==> config.mk <==
export PLATFORM = sky130hd
export DESIGN_NAME = coef_store
export DESIGN_NICKNAME = d
export VERILOG_FILES = /design/src/verilog/conv_pkg.sv /design/src/verilog/coef_store.sv
export SDC_FILE = /design/constraint.sdc
export NUM_CORES = 1
export LEC_CHECK = 0
export BUFFER_PORTS_ARGS = -buffer_cell sky130_fd_sc_hd__buf_4
export CAP_MARGIN = 20
export CORE_AREA = 5 5 738 740
export CTS_CLUSTER_SIZE = 16
export DETAILED_ROUTE_END_ITERATION = 8
export DIE_AREA = 0 0 743 745
export PLACE_DENSITY = 0.36
export SLEW_MARGIN = 10
export SYNTH_ARGS = -nofsm -noshare
export SYNTH_HDL_FRONTEND = slang
export SYNTH_SLANG_ARGS = --single-unit
==> constraint.sdc <==
create_clock -name clk -period 7.06 [get_ports clk]
set_input_delay 1.059 -clock clk [delete_from_list [all_inputs] [get_ports clk]]
set_output_delay 1.059 -clock clk [all_outputs]
set_load 0.01 [all_outputs]
==> src/verilog/conv_pkg.sv <==
package conv_pkg;

  // image and kernel geometry
  localparam int img_size         = 32;
  localparam int kern_size        = 5;
  localparam int kern_taps        = kern_size * kern_size;
  localparam int num_channels     = 6;
  localparam int out_size         = img_size - kern_size + 1;

  // coefficient layout, 25 weights then the bias
  localparam int coef_per_channel = kern_taps + 1;
  localparam int num_coefs        = num_channels * coef_per_channel;

  // q4.8 fixed point
  localparam int frac_bits        = 8;
  localparam int pixel_width      = 12;
  localparam int acc_width        = 32;
  localparam int pixel_max        = 2047;
  localparam int pixel_min        = -2048;

  typedef logic signed [pixel_width-1:0] pixel_t;
  typedef logic [7:0]                    coef_addr_t;
  // column * 32 + row
  typedef logic [9:0]                    img_addr_t;
  typedef logic [4:0]                    line_idx_t;
  typedef logic signed [acc_width-1:0]   acc_t;

  typedef enum logic [2:0] {
    st_idle,
    st_fill,
    st_compute,
    st_shift,
    st_finish
  } seq_state_t;

endpackage

==> src/verilog/coef_store.sv <==
`timescale 1ns/1ps

module coef_store (
  input  logic                 clk,
  input  logic                 coef_wr,
  input  conv_pkg::coef_addr_t coef_addr,
  input  conv_pkg::pixel_t     coef_data,
  output conv_pkg::pixel_t     weights [conv_pkg::num_channels][conv_pkg::kern_taps],
  output conv_pkg::pixel_t     biases  [conv_pkg::num_channels]
);

  // flat register file, channel * 26 + index
  conv_pkg::pixel_t coef [conv_pkg::num_coefs];

  always_ff @(posedge clk) begin
    // addresses past the last bias are dropped
    if (coef_wr && (coef_addr < conv_pkg::num_coefs)) begin
      coef[coef_addr] <= coef_data;
    end
  end

  // every register goes out in parallel
  genvar ch;
  genvar tap;
  generate
    for (ch = 0; ch < conv_pkg::num_channels; ch++) begin : g_channel
      for (tap = 0; tap < conv_pkg::kern_taps; tap++) begin : g_tap
        assign weights[ch][tap] = coef[ch * conv_pkg::coef_per_channel + tap];
      end
      // bias sits right after the 25 weights
      assign biases[ch] = coef[ch * conv_pkg::coef_per_channel + conv_pkg::kern_taps];
    end
  endgenerate

endmodule

==> metrics.md <==
| Metric | Value |
|---|---|
| Nets | between 4,000 and 5,000 |
| Routed Antenna Nets | 0 |
| Most frequent cells in the layout | buf_4 (1,959), edfxtp_1 (1,872), clkbuf_16 (213) |
| Post-synthesis sequential area ratio | 0.978 |
| Postcts setup bufs | 0 |
| Clk slew on worst S/H paths | about 0.06 ns |
| Average wire per standard cell | 25.7 um |
| Via count | 32,500 |
| Synth unique cells | 22 |
| Cell area after synthesis | about 57,000 sq um |
| Filler cell count | between 50,000 and 60,000 |
| Die Y | ~750 um |
| CP most frequent cell | buf_4 |
| First-pass GRT wire length | 369,000 um |
| Worst Setup SP | coef_addr[3] |
| Buffers on Ports | around 1,900 |
| Synthesized flop and latch total | ~1,900 |
| Mapped Cells | roughly 2,100 |
| Worst setup SP type | primary input |
| Total wire length | roughly 300,000 um |
| Largest regs | coef x1872 |
| Router iterations before antenna repair | 5 |
| Largest net degree at the start of global routing | 74 |
| Clock Path Buffers | 4 |
| P&R area growth vs syn | 55.9% |
| Core ar. | around 540,000 sq um |
| Outcome | finished, final reports clean |
| CTS sink cnt | between 1,500 and 2,000 |
| Max stage delay on crit path | ~0.84 ns |
| Share of cells above drive strength 1 | 0.557 |
| Hold_sp | coef_data[7] |
| GP Congestion | between 0.7 and 0.8 |
| Slew HR | 0.229 |
| CP endpoint kind | flop |
| Syn nets | 2,122 |
| # DRC | 0 |
| Fmax | around 310 MHz |
| Row Count | 270 |
| Slew Limit Fails | 0 |
| Final setup fails | 0 |
| Synth top area share | 0.978 |
| Initial antenna violation count | 41 |
| IO Pins | between 1,500 and 2,000 |
| Die W | ~740 um |
| Max FFs per register | 1,872 |
| Power Density | 266 nW/um^2 |
| CTS H-tree depth | 4 |
| Design Power | roughly 24 mW |
| P_leak | 30.1 nW |
| CP Max Fanout | 18 |
| Via/cell ratio | approximately 2.8 |
| Starting DRT DRC Count | approximately 2,800 |
| Final period util | 0.450 |
| RSZ-0062 raised after global routing | no |
| Worst Path Required | about 7.5 ns |
| Setup Total Neg Slack | 0 ns |
| CTS Root Cell | clkbuf_16 |
| Initial Util | 0.107 |
| Min Clock Period, post-route | around 3.2 ns |
| Dpl hpwl | 212,000 um |
| Worst Path Arrival | 3.61 ns |
| # hold bufs at CTS | 0 |
| Cell taking the most area after synthesis | edfxtp_1 |
| Final Core Density | 0.166 |
| Slew at the pin closest to its max-slew limit | 1.15 ns |
| CTS tree | yes |
| Global Route Usage Sum | 0.101 |
| Remaining global-route overflow | 0 |
| Most common cell after layout, fill and taps aside | buf_4 |
| YS warnings | 0 |
| Worst min-delay path class | in -> reg |
| CTS buffer count | 213 |
| Hold Fails Final Rpt | 0 |
| Synth area leaders | edfxtp_1 (98%), nor3_1 (1.2%), nand4bb_1 (0.12%) |
| Critical setup path kind | in -> reg |
| Number of global-route vias before repair | 32,700 |
| Die area | approximately 550,000 sq um |
| Biggest register | coef |
| Worst-path cell chain | buf_4 -> nand4bb_4 -> buf_4 -> nor3_2 |
| Max-cap violations | 0 |
| Peak supply drop | between 150 and 200 uV |
| Post-CTS Resized | 0 |
| Post-synthesis average cell area | 27.4 sq um |
| CP max stage cell | nor3_2 |
report_power, final:
part           leakage, nW  switching (mW)  internal, mW
Clock                 3.33            4.67          6.30
Combinational         9.98           0.515        0.0837
Sequential            16.8         0.00959          12.3
Total                 30.1            5.19          18.6
cells in the mapped netlist:
master	instances
nor3_2	1
nor4_4	2
edfxtp_1	1872
nand4b_1	4
nand2_1	1
or3b_2	1
and2_1	1
clkbuf_1	16
buf_6	1
buf_1	17
nor4_1	9
nand3b_1	2
nor3_1	143
or4b_1	4
or4_1	1
nand2b_1	2
buf_4	2
nor4_2	1
buf_2	12
nand4_1	1
nand4bb_1	6
or2_2	1
worst max-delay path, delay by kind of cell:
family / cells / cell delay [ns]
buffers and inverters: 2 / 0.74
and+or+nand+nor: 2 / 1.62
layer usage:
metal	track usage	routed length, um
met1	0.116	113000
met2	0.181	153000
met3	0.0306	26400
met4	0.0252	7410
met5	0	0
logic make-up after synthesis:
kind of cell	Yosys count	synth area share
buffers and inverters	48	0.00366
flip-flops	1872	0.978
AND/OR/NAND/NOR	180	0.0182
area by class of cell:
type	count	area (sq um)	area share
clock buffer	253	5480	0.0612
tap	7208	9020	0.101
multi-input combinational	180	1970	0.0220
timing repair buffer	2006	15500	0.173
clock inverter	134	1380	0.0154
antenna	19	47.5	0.000531
sequential	1872	56200	0.628
final timing paths:
path                      endpoint  slack (ns)  cells after the start
worst max-delay path  coef[51][11]        3.88                      4
worst min-delay path  coef[122][7]        0.65                      1
per-stage QoR:
step / cell area (sq um) / std cells / setup WS, ns / hold slack, ns
final: 89600 / 11700 / 3.88 / 0.653
after global routing: 89500 / 11700 / 3.83 / 0.559
after CTS: 89300 / 11600 / 3.75 / 0.539
after detailed placement: 82500 / 11200 / 2.92 / 1.47
after global placement: 82400 / 11200 / 2.98 / 1.47
after floorplan: 57500 / 2100 / 3.60 / 1.16
No activity file was read; power rests on OpenSTA's default activity.
