File: src/verilog/conv_pkg.sv
package conv_pkg;

  // image and kernel geometry
  localparam int img_size         = 32;
  localparam int kern_size        = 5;
  localparam int kern_taps        = kern_size * kern_size;
  localparam int num_channels     = 6;
  localparam int out_size         = img_size - kern_size + 1;

  // coefficient layout, 25 weights then the bias
  localparam int coef_per_channel = kern_taps + 1;
  localparam int num_coefs        = num_channels * coef_per_channel;

  // q4.8 fixed point
  localparam int frac_bits        = 8;
  localparam int pixel_width      = 12;
  localparam int acc_width        = 32;
  localparam int pixel_max        = 2047;
  localparam int pixel_min        = -2048;

  typedef logic signed [pixel_width-1:0] pixel_t;
  typedef logic [7:0]                    coef_addr_t;
  // column * 32 + row
  typedef logic [9:0]                    img_addr_t;
  typedef logic [4:0]                    line_idx_t;
  typedef logic signed [acc_width-1:0]   acc_t;

  typedef enum logic [2:0] {
    st_idle,
    st_fill,
    st_compute,
    st_shift,
    st_finish
  } seq_state_t;

endpackage

File: src/verilog/conv_sequencer.sv
`timescale 1ns/1ps

module conv_sequencer (
  input  logic                clk,
  input  logic                reset,
  input  logic                start,
  output logic                line_rd,
  output conv_pkg::line_idx_t line_addr,
  output logic                load_col,
  output logic [2:0]          fill_slot,
  output logic                shift,
  output logic                calc,
  output conv_pkg::line_idx_t cur_row,
  output conv_pkg::line_idx_t out_row,
  output conv_pkg::line_idx_t out_col,
  output logic                busy,
  output logic                done
);

  conv_pkg::seq_state_t state;
  logic [2:0]           fill_cnt;
  conv_pkg::line_idx_t  row_cnt;
  conv_pkg::line_idx_t  col_cnt;
  logic                 shift_phase;
  logic                 fill_rd;
  logic                 last_row;
  logic                 last_col;

  assign last_row = (row_cnt == conv_pkg::line_idx_t'(conv_pkg::out_size - 1));
  assign last_col = (col_cnt == conv_pkg::line_idx_t'(conv_pkg::out_size - 1));

  // reads 0..4 during fill, one more per window shift
  assign fill_rd   = (state == conv_pkg::st_fill) && (fill_cnt < conv_pkg::kern_size);
  assign line_rd   = fill_rd || ((state == conv_pkg::st_shift) && !shift_phase);
  assign line_addr = (state == conv_pkg::st_fill) ? conv_pkg::line_idx_t'(fill_cnt) :
                     conv_pkg::line_idx_t'(col_cnt + conv_pkg::kern_size);

  assign calc    = (state == conv_pkg::st_compute);
  assign cur_row = row_cnt;
  assign busy    = (state != conv_pkg::st_idle);

  always_ff @(posedge clk) begin
    if (reset) begin
      state       <= conv_pkg::st_idle;
      fill_cnt    <= '0;
      row_cnt     <= '0;
      col_cnt     <= '0;
      shift_phase <= 1'b0;
      load_col    <= 1'b0;
      shift       <= 1'b0;
      done        <= 1'b0;
    end else begin
      // window updates trail the read by the ram latency
      load_col <= fill_rd;
      shift    <= (state == conv_pkg::st_shift) && !shift_phase;
      // one cycle after the last result leaves the engine
      done     <= (state == conv_pkg::st_finish);
      case (state)
        conv_pkg::st_idle: begin
          if (start) begin
            state    <= conv_pkg::st_fill;
            fill_cnt <= '0;
            row_cnt  <= '0;
            col_cnt  <= '0;
          end
        end
        conv_pkg::st_fill: begin
          fill_cnt <= fill_cnt + 3'd1;
          // wait for the slot 4 load before computing
          if (fill_cnt == conv_pkg::kern_size) begin
            state <= conv_pkg::st_compute;
          end
        end
        conv_pkg::st_compute: begin
          if (last_row) begin
            row_cnt <= '0;
            state   <= last_col ? conv_pkg::st_finish : conv_pkg::st_shift;
          end else begin
            row_cnt <= row_cnt + 5'd1;
          end
        end
        conv_pkg::st_shift: begin
          shift_phase <= !shift_phase;
          if (shift_phase) begin
            state   <= conv_pkg::st_compute;
            col_cnt <= col_cnt + 5'd1;
          end
        end
        conv_pkg::st_finish: state <= conv_pkg::st_idle;
        default:             state <= conv_pkg::st_idle;
      endcase
    end
  end

  // slot and position labels follow their strobes
  always_ff @(posedge clk) begin
    fill_slot <= fill_cnt;
    if (calc) begin
      out_row <= row_cnt;
      out_col <= col_cnt;
    end
  end

endmodule

File: config.mk
export PLATFORM = sky130hd
export DESIGN_NAME = conv_sequencer
export DESIGN_NICKNAME = d
export VERILOG_FILES = /design/src/verilog/conv_pkg.sv /design/src/verilog/conv_sequencer.sv
export SDC_FILE = /design/constraint.sdc
export NUM_CORES = 1
export LEC_CHECK = 0
export ABC_CLOCK_PERIOD_IN_PS = 1400
export BUFFER_PORTS_ARGS = -buffer_cell sky130_fd_sc_hd__buf_2
export CAP_MARGIN = 15
export CORE_MARGIN = 2
export CORE_UTILIZATION = 47
export DETAILED_ROUTE_END_ITERATION = 6
export HOLD_SLACK_MARGIN = 0.08
export PLACE_DENSITY = 0.73
export REMOVE_ABC_BUFFERS = 1
export SLEW_MARGIN = 40
export SYNTH_ARGS = -nofsm -noshare
export SYNTH_HDL_FRONTEND = slang
export SYNTH_SLANG_ARGS = --single-unit
File: constraint.sdc
create_clock -name clk -period 1.4 [get_ports clk]
set_input_delay 0.21 -clock clk [delete_from_list [all_inputs] [get_ports clk]]
set_output_delay 0.21 -clock clk [all_outputs]
set_load 0.005 [all_outputs]
==> results.ini <==
[run_status]
outcome = complete, but fails checks
violations = setup timing

[grt]
grt_use_met2_pct = 35.0
use_met3_pct = 6.55
busiest_layer = met2
grt_first_pass_wirelength_um = 5870
grt_usage_pct = 22.0
grt_pass1_vias = 1294
gr-usage-met1_pct = 27.6
grt-ovfl-total = 0
antenna_found_initial = 0
grt_max_degree = 12

[die]
die_x_um = 59.5
die_area_um2 = 3550
start_util_pct = 48.3
die_y_um = 59.5
coreArea_um2 = 3000
io_pins = 32
floorplan.rows = 20

[synthesis]
yosysWarnings = 0
yosysSeqAreaShare_pct = 52.5
syn_avg_cell_area_um2 = 9.80
yosys.area.top_type = dfxtp_1
ys_ff_latch = 33
syn_inst = 148
synth_top_area_share_pct = 31.8
netlist_area_um2 = 1450
yosysUniqueCellTypes = 37
synth_area_leaders = dfxtp_1 (32%), edfxtp_1 (21%), o21ai_0 (3.8%)

[critical_path]
crit_path_cell_trace = buf_4 -> or3b_4 -> inv_2 -> buf_2
path_buf_inv = 3
startpoint = state[2]
cp.required_ns = 1.19
arrival_ns = 1.49
slowest_delay_ns = 0.44
endpoint_kind = primary output
crit_family = simple AND/OR/NAND/NOR gates
critPathMaxFanout = 6
start_kind = register
path_class = register to primary output
crit_slowest_cell = or3b_4
reg2reg_from = state[2]

[final_layout]
drive_gt1_share_pct = 52.3
area_growth_syn_to_layout_pct = 51.4
n_antenna_cell = 0
nets = 228
fill_cells = 200
multi_input_area_um2 = 763
area.sequential_um2 = 776

[clock_tree]
cts_made_buffers = 5
clk-insertion-delay-late_ns = 0.33
cts_tree = built
clock_path_buffers = 2
clockRootBuffer = clkbuf_4
cts_num_sinks = 33
path_clk_slew_ns = 0.10
cts_max_level = 2

[drt]
wl_per_cell_um = 15.9
drc = 0
ant_nets = 0
drt_pre_antenna_iters = 5
totalWireLength_um = 4070
drt_iter0_drc = 57
vias = 1432
avgViaCountPerCell = 5.62

[power]
p_leak_nw = 0.949
peakVddDrop_uv = 875
totalPowerFinal_mw = 3.11
powerDensity_nw_per_um2 = 1410

[sta]
slew_viol_final = 0
slew_headroom_pct = 72.1
max_freq_ghz = 0.587
setup_violations = 30
setup_ws_ns = -0.303
period_minus_slack_ns = 1.70
finClkSkew_ns = 0.00933
hold_viol = 0
tightest_slew_ns = 0.416
rsz0062_at_grt = true
period_share_pct = 122
tns_ns = -4.73

[min_path]
hold_path.class = input port to register
min_from = reset

[place]
place_congestion = 0.857
port_buffers = 31
hpwl_um = 2350

[flow_run]
max_cap_violations = 0

-- state kept, by name, indices dropped and copies added, names as in the netlist --
name and count:
col_cnt 5, out_row 5, fill_cnt 3, load_col 1, out_col 5, state 3, fill_slot 3, done 1
cur_row 5, shift_phase 1, shift 1
-- cells in the final DEF, fill, tap and decap left out, types with 3 or more instances in the layout --
cell type   n
buf_6      12
inv_1       5
or3_1       3
dfxtp_4     3
dfxtp_2     3
o21ai_1     6
o21ai_0     4
nor2_1     11
clkbuf_4    5
buf_4      31
xor2_1      3
nand3_1     6
a21oi_1     4
edfxtp_1   10
nor2_4      3
nand2_1     7
buf_2      30
dfxtp_1    17
a21oi_2     6
nand3b_1    3
-- cell type report --
class / count / area share, %
clock buffers: 5 / 1.71
clock inverters: 3 / 0.570
inverters: 8 / 1.48
multi-input cells: 99 / 34.8
flip-flops and latches: 33 / 35.3
well taps: 33 / 1.88
repair buffers: 74 / 24.3
-- report_power, final --
group	leakage, nW	internal (mW)	total [mW]	switching, mW
clock network	0.0300	0.181	0.502	0.320
registers	0.284	1.14	1.23	0.0870
logic	0.634	0.724	1.37	0.650
-- Yosys cell counts --
cell type,count
o31ai_1,2
a21boi_1,1
a21oi_1,10
and4b_1,2
nor4_1,1
clkbuf_1,3
a22oi_1,3
a211oi_1,1
nor3_1,2
inv_1,8
nor3b_1,2
mux2_2,2
o311ai_0,1
buf_2,4
nor2_1,14
a21o_1,2
or3b_1,2
xnor2_1,1
nor2b_1,1
dfxtp_1,23
nor4b_1,2
buf_1,1
o21ai_0,11
nor2_2,2
a2111o_1,1
xor2_1,3
o21ai_1,1
nand2_1,9
nand3b_1,3
ha_1,4
nand3_1,6
a31oi_1,2
o41ai_1,1
edfxtp_1,10
o211ai_1,2
mux2i_1,2
or3_1,3
-- repair_timing --
item                       in CTS  in global routing
hold buffers                    0                  0
setup endpoints to repair      26                 24
resized for setup              33                 34
setup buffers                   8                 10
cloned                          0                  0
pin swaps                      11                  9
-- cells by family (layout without fill, tap and decap cells) --
group / count (synthesis) / count (layout) / share of synthesized area (%)
compound gates: 38 / 38 / 16.1
xor+xnor: 4 / 4 / 2.42
fa+ha+maj: 4 / 4 / 3.45
buf+inv: 16 / 90 / 4.49
flops: 33 / 33 / 52.5
mux: 4 / 4 / 2.93
simple gates: 49 / 49 / 18.1
-- metrics by stage --
step / std cells / hold slack [ns] / utilization [%] / area (µm²) / setup slack (ns)
after detailed placement: 229 / 0.413 / 59.9 / 1800 / -0.0535
after floorplan: 140 / 0.279 / - / 1420 / -0.399
after CTS: 245 / 0.188 / 66.5 / 2000 / -0.234
after global routing: 255 / 0.191 / 73.1 / 2200 / -0.359
after global placement: 229 / 0.403 / 59.9 / 1800 / -0.0127
final: 255 / 0.202 / 73.1 / 2200 / -0.303
-- path summary, 6_finish.rpt --
path	end	slack, ns	cells after the start
hold reg to reg	fill_slot[1]	0.44	0
hold / removal	cur_row[0]	0.20	2
setup reg to reg	cur_row[3]	-0.22	5
setup / recovery	calc	-0.30	4
-- layer usage --
| metal | up-vias | wire, µm |
|---|---|---|
| li1 | 677 | - |
| met3 | 4 | 234 |
| met4 | 0 | 40 |
| met1 | 695 | 1670 |
| met5 | - | 0 |
| met2 | 56 | 2120 |
(Power assumes the default switching activity.)
